**src/hdl/pipe_pkg.sv**
```systemverilog
package pipe_pkg;

  parameter int XLEN = 32;
  parameter int NUM_REGS = 16;
  // queue occupancy, enough for depths up to 32
  parameter int COUNT_BITS = 6;

  typedef logic [$clog2(NUM_REGS)-1:0] reg_addr_type;
  typedef logic [XLEN-1:0] data_type;

  typedef enum logic [3:0] {
    op_nop  = 4'd0,
    op_add  = 4'd1,
    op_sub  = 4'd2,
    op_and  = 4'd3,
    op_or   = 4'd4,
    op_addi = 4'd5,
    op_lw   = 4'd6,
    op_sw   = 4'd7
  } opcode_type;

  typedef enum logic [1:0] {
    fe_idle,
    fe_ack,
    fe_wait_space
  } fe_state_type;

  typedef struct packed {
    logic [3:0] opcode;
    reg_addr_type rd;
    reg_addr_type rs1;
    reg_addr_type rs2;
    logic [15:0] imm;
  } instr_type;

  typedef struct packed {
    opcode_type op;
    logic rden1;
    logic rden2;
    logic wren;
    logic mem;
  } decode_type;

  // unknown opcodes decode as nop
  function automatic decode_type decode(data_type word);
    decode_type d;
    instr_type f;
    f = instr_type'(word);
    d = '0;
    case (f.opcode)
      op_add, op_sub, op_and, op_or: begin
        d.op = opcode_type'(f.opcode);
        d.rden1 = 1'b1;
        d.rden2 = 1'b1;
        d.wren = 1'b1;
      end
      op_addi: begin
        d.op = op_addi;
        d.rden1 = 1'b1;
        d.wren = 1'b1;
      end
      op_lw: begin
        d.op = op_lw;
        d.rden1 = 1'b1;
        d.wren = 1'b1;
        d.mem = 1'b1;
      end
      op_sw: begin
        d.op = op_sw;
        d.rden1 = 1'b1;
        d.rden2 = 1'b1;
        d.mem = 1'b1;
      end
      default: begin
        d.op = op_nop;
      end
    endcase
    return d;
  endfunction

endpackage

```
**src/hdl/bus_front_end.sv**
```systemverilog
`timescale 1ns/1ns

module bus_front_end #(
  parameter int QUEUE_DEPTH = 8
) (
  input  logic clock,
  input  logic reset,
  input  logic cyc,
  input  logic stb,
  input  logic we,
  input  logic [5:0] adr,
  input  pipe_pkg::data_type dat_w,
  input  logic [1:0] pop_count,
  input  pipe_pkg::data_type debug_data,
  output pipe_pkg::data_type dat_r,
  output logic ack,
  output pipe_pkg::data_type head0,
  output pipe_pkg::data_type head1,
  output logic [pipe_pkg::COUNT_BITS-1:0] count,
  output pipe_pkg::reg_addr_type debug_addr
);

  localparam int PTR_BITS = $clog2(QUEUE_DEPTH);

  pipe_pkg::fe_state_type state;
  pipe_pkg::fe_state_type state_next;
  pipe_pkg::data_type queue [QUEUE_DEPTH];
  logic [PTR_BITS-1:0] wr_ptr;
  logic [PTR_BITS-1:0] rd_ptr;
  logic [PTR_BITS-1:0] rd_ptr_1;
  logic is_push;
  logic space;
  logic push;

  assign rd_ptr_1 = rd_ptr + 1'b1;
  assign head0 = queue[rd_ptr];
  assign head1 = queue[rd_ptr_1];
  assign debug_addr = adr[3:0];
  assign ack = (state == pipe_pkg::fe_ack);

  // a pop in the same cycle frees the slot being written
  assign space = (count < QUEUE_DEPTH) || (pop_count != 2'd0);
  assign is_push = cyc && stb && we && adr[5];

  // ********************
  // wishbone handshake
  // ********************
  always_comb begin
    state_next = state;
    push = 1'b0;
    case (state)
      pipe_pkg::fe_idle: begin
        if (cyc && stb) begin
          if (is_push && !space) begin
            state_next = pipe_pkg::fe_wait_space;
          end else begin
            push = is_push;
            state_next = pipe_pkg::fe_ack;
          end
        end
      end
      pipe_pkg::fe_wait_space: begin
        if (space) begin
          push = 1'b1;
          state_next = pipe_pkg::fe_ack;
        end
      end
      default: begin
        state_next = pipe_pkg::fe_idle;
      end
    endcase
  end

  always_ff @(posedge clock) begin
    if (!reset) begin
      state <= pipe_pkg::fe_idle;
      wr_ptr <= '0;
      rd_ptr <= '0;
      count <= '0;
    end else begin
      state <= state_next;
      if (push) begin
        wr_ptr <= wr_ptr + 1'b1;
      end
      rd_ptr <= rd_ptr + PTR_BITS'(pop_count);
      count <= count + pipe_pkg::COUNT_BITS'(push) - pipe_pkg::COUNT_BITS'(pop_count);
    end
  end

  always_ff @(posedge clock) begin
    if (push) begin
      queue[wr_ptr] <= dat_w;
    end
    // register read-back
    if (state == pipe_pkg::fe_idle && cyc && stb && !we) begin
      dat_r <= debug_data;
    end
  end

endmodule

```
**src/hdl/pair_select.sv**
```systemverilog
`timescale 1ns/1ns

module pair_select (
  input  pipe_pkg::data_type head0,
  input  pipe_pkg::data_type head1,
  input  logic [pipe_pkg::COUNT_BITS-1:0] count,
  input  logic hold,
  output pipe_pkg::data_type lane0_word,
  output pipe_pkg::data_type lane1_word,
  output logic lane0_valid,
  output logic lane1_valid,
  output logic [1:0] pop_count
);

  pipe_pkg::instr_type f0;
  pipe_pkg::instr_type f1;
  pipe_pkg::decode_type dec0;
  pipe_pkg::decode_type dec1;
  logic first_writes;
  logic raw_dep;
  logic same_rd;
  logic pair_ok;

  assign f0 = pipe_pkg::instr_type'(head0);
  assign f1 = pipe_pkg::instr_type'(head1);
  assign dec0 = pipe_pkg::decode(head0);
  assign dec1 = pipe_pkg::decode(head1);

  // ********************
  // pairing rule
  // ********************
  assign first_writes = dec0.wren && (f0.rd != '0);

  // second reads what the first produces
  assign raw_dep = first_writes &&
                   ((dec1.rden1 && (f1.rs1 == f0.rd)) ||
                    (dec1.rden2 && (f1.rs2 == f0.rd)));

  assign same_rd = first_writes && dec1.wren && (f1.rd == f0.rd);

  // memory ops only run in lane 0
  assign pair_ok = !raw_dep && !same_rd && !dec1.mem;

  assign lane0_word = head0;
  assign lane1_word = head1;
  assign lane0_valid = (count != '0);
  assign lane1_valid = (count >= 2) && pair_ok;

  always_comb begin
    if (hold) begin
      pop_count = 2'd0;
    end else begin
      pop_count = {1'b0, lane0_valid} + {1'b0, lane1_valid};
    end
  end

endmodule

```
**src/hdl/issue_stage.sv**
```systemverilog
`timescale 1ns/1ns

module issue_stage (
  input  logic clock,
  input  logic reset,
  input  pipe_pkg::data_type lane0_word,
  input  pipe_pkg::data_type lane1_word,
  input  logic lane0_valid,
  input  logic lane1_valid,
  input  pipe_pkg::data_type rdata0a,
  input  pipe_pkg::data_type rdata0b,
  input  pipe_pkg::data_type rdata1a,
  input  pipe_pkg::data_type rdata1b,
  input  logic ex_load_valid,
  input  pipe_pkg::reg_addr_type ex_load_rd,
  output logic hold,
  output pipe_pkg::reg_addr_type raddr0a,
  output pipe_pkg::reg_addr_type raddr0b,
  output pipe_pkg::reg_addr_type raddr1a,
  output pipe_pkg::reg_addr_type raddr1b,
  output logic iss0_valid,
  output pipe_pkg::opcode_type iss0_op,
  output pipe_pkg::reg_addr_type iss0_rd,
  output pipe_pkg::data_type iss0_a,
  output pipe_pkg::data_type iss0_b,
  output pipe_pkg::data_type iss0_store,
  output logic iss1_valid,
  output pipe_pkg::opcode_type iss1_op,
  output pipe_pkg::reg_addr_type iss1_rd,
  output pipe_pkg::data_type iss1_a,
  output pipe_pkg::data_type iss1_b,
  output logic issue_busy
);

  pipe_pkg::data_type word0_q;
  pipe_pkg::data_type word1_q;
  logic valid0_q;
  logic valid1_q;
  pipe_pkg::instr_type f0;
  pipe_pkg::instr_type f1;
  pipe_pkg::decode_type dec0;
  pipe_pkg::decode_type dec1;
  logic load_hit0;
  logic load_hit1;
  logic port_clash;

  // immediate for addi, address offset for memory ops
  function automatic pipe_pkg::data_type operand_b(pipe_pkg::decode_type dec,
                                                   pipe_pkg::instr_type f,
                                                   pipe_pkg::data_type rdata);
    if (dec.op == pipe_pkg::op_addi || dec.mem) begin
      return {{16{f.imm[15]}}, f.imm};
    end
    return rdata;
  endfunction

  assign f0 = pipe_pkg::instr_type'(word0_q);
  assign f1 = pipe_pkg::instr_type'(word1_q);
  assign dec0 = pipe_pkg::decode(word0_q);
  assign dec1 = pipe_pkg::decode(word1_q);

  assign raddr0a = f0.rs1;
  assign raddr0b = f0.rs2;
  assign raddr1a = f1.rs1;
  assign raddr1b = f1.rs2;

  // ********************
  // load-use stall
  // ********************
  assign load_hit0 = (dec0.rden1 && (f0.rs1 == ex_load_rd)) ||
                     (dec0.rden2 && (f0.rs2 == ex_load_rd));
  assign load_hit1 = (dec1.rden1 && (f1.rs1 == ex_load_rd)) ||
                     (dec1.rden2 && (f1.rs2 == ex_load_rd));

  // loaded data owns write port 0 in the next cycle
  assign port_clash = dec0.wren && (dec0.op != pipe_pkg::op_lw);

  assign hold = ex_load_valid &&
                ((valid0_q && (load_hit0 || port_clash)) || (valid1_q && load_hit1));

  assign issue_busy = valid0_q || valid1_q;

  always_ff @(posedge clock) begin
    if (!reset) begin
      valid0_q <= 1'b0;
      valid1_q <= 1'b0;
      iss0_valid <= 1'b0;
      iss1_valid <= 1'b0;
    end else begin
      if (!hold) begin
        valid0_q <= lane0_valid;
        valid1_q <= lane1_valid;
      end
      // bubble into execute while held
      iss0_valid <= valid0_q && !hold;
      iss1_valid <= valid1_q && !hold;
    end
  end

  always_ff @(posedge clock) begin
    if (!hold) begin
      word0_q <= lane0_word;
      word1_q <= lane1_word;
    end
    iss0_op <= dec0.op;
    iss0_rd <= f0.rd;
    iss0_a <= rdata0a;
    iss0_b <= operand_b(dec0, f0, rdata0b);
    iss0_store <= rdata0b;
    iss1_op <= dec1.op;
    iss1_rd <= f1.rd;
    iss1_a <= rdata1a;
    iss1_b <= operand_b(dec1, f1, rdata1b);
  end

endmodule

```
**src/hdl/register_file.sv**
```systemverilog
`timescale 1ns/1ns

module register_file (
  input  logic clock,
  input  logic reset,
  input  pipe_pkg::reg_addr_type raddr0a,
  input  pipe_pkg::reg_addr_type raddr0b,
  input  pipe_pkg::reg_addr_type raddr1a,
  input  pipe_pkg::reg_addr_type raddr1b,
  input  pipe_pkg::reg_addr_type debug_addr,
  input  logic we0,
  input  pipe_pkg::reg_addr_type waddr0,
  input  pipe_pkg::data_type wdata0,
  input  logic we1,
  input  pipe_pkg::reg_addr_type waddr1,
  input  pipe_pkg::data_type wdata1,
  output pipe_pkg::data_type rdata0a,
  output pipe_pkg::data_type rdata0b,
  output pipe_pkg::data_type rdata1a,
  output pipe_pkg::data_type rdata1b,
  output pipe_pkg::data_type debug_data
);

  pipe_pkg::data_type regs [pipe_pkg::NUM_REGS];

  // write-through, lane 1 first
  function automatic pipe_pkg::data_type read_port(pipe_pkg::reg_addr_type addr);
    if (addr == '0) begin
      return '0;
    end else if (we1 && (waddr1 == addr)) begin
      return wdata1;
    end else if (we0 && (waddr0 == addr)) begin
      return wdata0;
    end
    return regs[addr];
  endfunction

  always_comb begin
    rdata0a = read_port(raddr0a);
    rdata0b = read_port(raddr0b);
    rdata1a = read_port(raddr1a);
    rdata1b = read_port(raddr1b);
    debug_data = read_port(debug_addr);
  end

  always_ff @(posedge clock) begin
    if (!reset) begin
      for (int i = 0; i < pipe_pkg::NUM_REGS; i++) begin
        regs[i] <= '0;
      end
    end else begin
      if (we0 && (waddr0 != '0)) begin
        regs[waddr0] <= wdata0;
      end
      if (we1 && (waddr1 != '0)) begin
        regs[waddr1] <= wdata1;
      end
    end
  end

endmodule

```
**src/hdl/execute_stage.sv**
```systemverilog
`timescale 1ns/1ns

module execute_stage #(
  parameter int DATA_WORDS = 16
) (
  input  logic clock,
  input  logic reset,
  input  logic iss0_valid,
  input  pipe_pkg::opcode_type iss0_op,
  input  pipe_pkg::reg_addr_type iss0_rd,
  input  pipe_pkg::data_type iss0_a,
  input  pipe_pkg::data_type iss0_b,
  input  pipe_pkg::data_type iss0_store,
  input  logic iss1_valid,
  input  pipe_pkg::opcode_type iss1_op,
  input  pipe_pkg::reg_addr_type iss1_rd,
  input  pipe_pkg::data_type iss1_a,
  input  pipe_pkg::data_type iss1_b,
  output logic we0,
  output pipe_pkg::reg_addr_type waddr0,
  output pipe_pkg::data_type wdata0,
  output logic we1,
  output pipe_pkg::reg_addr_type waddr1,
  output pipe_pkg::data_type wdata1,
  output logic ex_load_valid,
  output pipe_pkg::reg_addr_type ex_load_rd,
  output logic exec_busy
);

  localparam int ADDR_BITS = $clog2(DATA_WORDS);

  pipe_pkg::data_type ram [DATA_WORDS];
  pipe_pkg::data_type result0;
  pipe_pkg::data_type result1;
  logic [ADDR_BITS-1:0] mem_addr;
  logic mem_valid;
  pipe_pkg::reg_addr_type mem_rd;
  pipe_pkg::data_type mem_data;

  // memory ops use the add path for the address
  function automatic pipe_pkg::data_type alu(pipe_pkg::opcode_type op,
                                             pipe_pkg::data_type a,
                                             pipe_pkg::data_type b);
    case (op)
      pipe_pkg::op_sub: return a - b;
      pipe_pkg::op_and: return a & b;
      pipe_pkg::op_or: return a | b;
      default: return a + b;
    endcase
  endfunction

  function automatic logic alu_writes(pipe_pkg::opcode_type op);
    return op inside {pipe_pkg::op_add, pipe_pkg::op_sub, pipe_pkg::op_and,
                      pipe_pkg::op_or, pipe_pkg::op_addi};
  endfunction

  assign result0 = alu(iss0_op, iss0_a, iss0_b);
  assign result1 = alu(iss1_op, iss1_a, iss1_b);
  assign mem_addr = ADDR_BITS'(result0 % pipe_pkg::data_type'(DATA_WORDS));

  assign ex_load_valid = iss0_valid && (iss0_op == pipe_pkg::op_lw);
  assign ex_load_rd = iss0_rd;
  assign exec_busy = iss0_valid || iss1_valid || mem_valid;

  // ********************
  // writeback ports
  // ********************
  always_comb begin
    if (mem_valid) begin
      we0 = 1'b1;
      waddr0 = mem_rd;
      wdata0 = mem_data;
    end else begin
      we0 = iss0_valid && alu_writes(iss0_op);
      waddr0 = iss0_rd;
      wdata0 = result0;
    end
    we1 = iss1_valid && alu_writes(iss1_op);
    waddr1 = iss1_rd;
    wdata1 = result1;
  end

  always_ff @(posedge clock) begin
    if (!reset) begin
      mem_valid <= 1'b0;
    end else begin
      mem_valid <= ex_load_valid;
    end
  end

  // data ram, read registered into the memory register
  always_ff @(posedge clock) begin
    if (iss0_valid && (iss0_op == pipe_pkg::op_sw)) begin
      ram[mem_addr] <= iss0_store;
    end
    mem_data <= ram[mem_addr];
    mem_rd <= iss0_rd;
  end

endmodule

```
**src/hdl/dual_issue_core.sv**
```systemverilog
`timescale 1ns/1ns

module dual_issue_core #(
  parameter int QUEUE_DEPTH = 8,
  parameter int DATA_WORDS = 16
) (
  input  logic clock,
  input  logic reset,
  input  logic cyc,
  input  logic stb,
  input  logic we,
  input  logic [5:0] adr,
  input  pipe_pkg::data_type dat_w,
  output pipe_pkg::data_type dat_r,
  output logic ack,
  output logic idle
);

  pipe_pkg::data_type head0;
  pipe_pkg::data_type head1;
  logic [pipe_pkg::COUNT_BITS-1:0] count;
  logic [1:0] pop_count;
  pipe_pkg::reg_addr_type debug_addr;
  pipe_pkg::data_type debug_data;
  pipe_pkg::data_type lane0_word;
  pipe_pkg::data_type lane1_word;
  logic lane0_valid;
  logic lane1_valid;
  logic hold;
  pipe_pkg::reg_addr_type raddr0a;
  pipe_pkg::reg_addr_type raddr0b;
  pipe_pkg::reg_addr_type raddr1a;
  pipe_pkg::reg_addr_type raddr1b;
  pipe_pkg::data_type rdata0a;
  pipe_pkg::data_type rdata0b;
  pipe_pkg::data_type rdata1a;
  pipe_pkg::data_type rdata1b;
  logic iss0_valid;
  pipe_pkg::opcode_type iss0_op;
  pipe_pkg::reg_addr_type iss0_rd;
  pipe_pkg::data_type iss0_a;
  pipe_pkg::data_type iss0_b;
  pipe_pkg::data_type iss0_store;
  logic iss1_valid;
  pipe_pkg::opcode_type iss1_op;
  pipe_pkg::reg_addr_type iss1_rd;
  pipe_pkg::data_type iss1_a;
  pipe_pkg::data_type iss1_b;
  logic we0;
  pipe_pkg::reg_addr_type waddr0;
  pipe_pkg::data_type wdata0;
  logic we1;
  pipe_pkg::reg_addr_type waddr1;
  pipe_pkg::data_type wdata1;
  logic ex_load_valid;
  pipe_pkg::reg_addr_type ex_load_rd;
  logic issue_busy;
  logic exec_busy;

  bus_front_end #(.QUEUE_DEPTH(QUEUE_DEPTH)) front_end (.*);

  pair_select pairing (.*);

  issue_stage issue (.*);

  register_file regfile (.*);

  execute_stage #(.DATA_WORDS(DATA_WORDS)) execute (.*);

  // drained when nothing is queued or in flight
  assign idle = !((count != '0) || issue_busy || exec_busy);

endmodule

```
**config.mk**
```make
export PLATFORM = sky130hd
export DESIGN_NAME = dual_issue_core
export DESIGN_NICKNAME = d
export VERILOG_FILES = /design/src/hdl/pipe_pkg.sv /design/src/hdl/bus_front_end.sv /design/src/hdl/pair_select.sv /design/src/hdl/issue_stage.sv /design/src/hdl/register_file.sv /design/src/hdl/execute_stage.sv /design/src/hdl/dual_issue_core.sv
export SDC_FILE = /design/constraint.sdc
export NUM_CORES = 2
export LEC_CHECK = 0
export BUFFER_PORTS_ARGS = -buffer_cell sky130_fd_sc_hd__buf_2
export CORE_AREA = 3 3 412 414
export CTS_CLUSTER_DIAMETER = 120
export DETAILED_ROUTE_END_ITERATION = 6
export DIE_AREA = 0 0 415 417
export GPL_ROUTABILITY_DRIVEN = 0
export PLACE_DENSITY = 0.7
export SLEW_MARGIN = 40
export SYNTH_ARGS = -nofsm -noshare
export SYNTH_HDL_FRONTEND = slang
export SYNTH_SLANG_ARGS = --single-unit
```
**constraint.sdc**
```tcl
create_clock -name clock -period 14 [get_ports clock]
set_clock_uncertainty 0.1 [all_clocks]
set_input_delay 2.8 -clock clock [delete_from_list [all_inputs] [get_ports clock]]
set_output_delay 2.8 -clock clock [all_outputs]
set_load 0.005 [all_outputs]
```
==> results.toml <==
[status]
status = "complete, but fails checks"
violations = "DRC"

[setup_path]
cp.required_ns = 14.45
cp.arrival_ns = 7.05
crit_fanout = 33
critPathKind = "in2reg"
start_kind = "input port"
cp-end-kind = "register"

[placement]
port_buffers = 75
place_inst = 8687
dpl.hpwl_microns = 190000

[yosys]
synth_warnings = 0
synth_seq_cells = 1623
synthCells = 6842
yosysSeqAreaShare = 0.506
ys_types = 101
synth_area_sq_mm = 0.0914
avgSynthCellArea_sq_um = 13.4
async_flop_share = 0
synth_edf_count = 1376
ys.flop_type = "edfxtp_1"

[global_routing]
grt.overflow.total = 0
use_met2 = 0.521
track_usage = 0.366
antenna_found_initial = 16
gr-max-usage-layer = "met2"
first_global_vias = 65900
use_met1 = 0.463
grt_pass1_wl_microns = 459000
grt_max_degree = 138
use_met3 = 0.144

[floorplanning]
pin_count = 77
start_util = 0.548
die-height_microns = 417
die-area_sq_mm = 0.173
core.rowCount = 150
die_w_microns = 415
core_area_sq_mm = 0.167

[cells_and_area]
syn_to_final_growth_pct = 9.91
layoutNonFillerInstCount = 9024
layout.nets = 6794
num-fill-cells = 12500
final_layout_size_suffix_gt1_frac = 0.259

[sta]
slew_viol_final = 0
finalWorstPathRequiredPeriod_ns = 6.60
fin_tns_setup_ns = 0
rsz0062_at_grt = "no"
clock.fmax_ghz = 0.151
finalHoldViolCount = 0
worstMarginPinSlew_ns = 1.03
setup_viol_count_final = 0
finalCritPeriodShare = 0.472
slew_headroom = 0.312

[route]
postRouteAntennaNets = 0
viasPerCell = 7.59
drt_wl_total_microns = 321000
drc_errors = 4
drtIter0Drc = 11700
drt_pass1_iterations = 7
vias = 68500
avgRoutedWirePerCell_microns = 35.5

[clock_network]
cts_hold_buf = 0
cts_resized = 0
cts_tree = "yes"
numCtsBuffers = 172
root_buffer = "clkbuf_16"
clkLatencyLatePin_ns = 0.87
h-tree-depth = 4
cts.path.max_buffers = 3
clkTransAtPathRegs_ns = 0.06
numClockSinks = 1623
post_cts_buffers = 0

[run]
drv_cap = 0

[min_path]
min_path_type = "reg2reg"
## registers in the layout, indices dropped and copies added, names as in the netlist, 6 cells and up, named ones only
signal,flops
issue.iss1_a,32
issue.f0,32
issue.iss0_a,32
issue.iss0_store,32
front_end.count,6
issue.iss1_b,32
front_end.queue,256
issue.f1,32
execute.ram,512
front_end.dat_r,32
issue.iss0_b,32
execute.mem_data,32
regfile.regs,512
## stage by stage
| stage | utilization | setup slack (ns) | hold slack [ns] | cell area (sq um) |
|---|---|---|---|---|
| after floorplan | - | 7.46 | 0.223 | 91500 |
| after global placement | 0.564 | 6.74 | 0.228 | 94000 |
| after detailed placement | 0.567 | 6.97 | 0.227 | 94400 |
| after CTS | 0.601 | 7.55 | 0.232 | 100000 |
| after global routing | 0.602 | 7.19 | 0.245 | 100000 |
| final | 0.602 | 7.40 | 0.233 | 100000 |
## logic make-up after synthesis
| kind of cell | synth area share |
|---|---|
| other cells | 0.0000411 |
| flops | 0.506 |
| xor+xnor | 0.0173 |
| compound gates | 0.0968 |
| mux | 0.247 |
| simple gates | 0.0837 |
| fa+ha+maj | 0.0124 |
| buf+inv | 0.0365 |
## cell type report
| type | instances | area (sq um) | share of cell area |
|---|---|---|---|
| antenna | 8 | 20.0 | 0.000199 |
| tap | 2204 | 2760 | 0.0275 |
| timing repair buffer | 307 | 2500 | 0.0249 |
| multi-input combinational | 4459 | 42700 | 0.425 |
| sequential | 1623 | 46300 | 0.461 |
| inverter | 100 | 378 | 0.00376 |
| clock buffer | 223 | 4570 | 0.0455 |
| clock inverter | 100 | 1160 | 0.0115 |
## routing by layer
layer  vias up  part of all wire
met5         -           0.00017
met4         8             0.086
met3      1552              0.16
met2      6308              0.43
met1     33500              0.33
li1      27100                 -
## Yosys cell counts (53+ instances only)
library cell  number  area [sq um]
a211oi_1          87           653
a21oi_1          180           901
a311oi_1          66           578
a31oi_1           53           332
buf_1             80           300
buf_2            163           816
clkbuf_1         417          1570
dfxtp_1          247          4940
edfxtp_1        1376         41300
ha_1              84          1050
inv_1             98           368
mux2_2           130          1460
mux2i_1           77           771
mux4_2           900         20300
nand2_1          828          3110
nand3_1          313          1570
nor2_1           262           983
nor3_1            59           295
o21ai_0          140           701
o22ai_1          543          3400
xnor2_1           95           832
xor2_1            84           736
## cells in the final DEF, fill, tap and decap left out, drive strengths merged, types with 182 or more instances in the layout
cell,synthesis,layout
dfxtp,247,247
nand2,828,828
buf,276,307
nand3,313,313
mux4,900,900
edfxtp,1376,1376
nor2,263,263
o22ai,544,544
clkbuf,417,223
a21oi,182,182
## worst max-delay path, stage by stage
cell and delay [ns]:
buf_2 0.08, buf_4 0.63, buf_4 0.54, xor2_1 0.22, nor4_1 0.09, nand2_2 0.06, buf_4 0.70, nand3b_1 0.26
nand2b_4 0.56, buf_4 0.40, nand2b_1 0.26, o22a_1 0.16, o21ai_0 0.15
## path summary, 6_finish.rpt
| kind | start | end | slack, ns | cells past startpoint |
|---|---|---|---|---|
| max | adr[2] | front_end.dat_r[21] | 7.40 | 13 |
| min | issue.f0[24] | issue.iss0_rd[0] | 0.23 | 0 |
| max reg2reg | front_end.rd_ptr[0] | front_end.count[5] | 7.60 | 21 |
| min reg2reg | issue.f0[24] | issue.iss0_rd[0] | 0.23 | 0 |
Power is left out: the tool's default activity adds up to more than one toggle a clock period on the data nets, which glitch-free logic cannot reach.
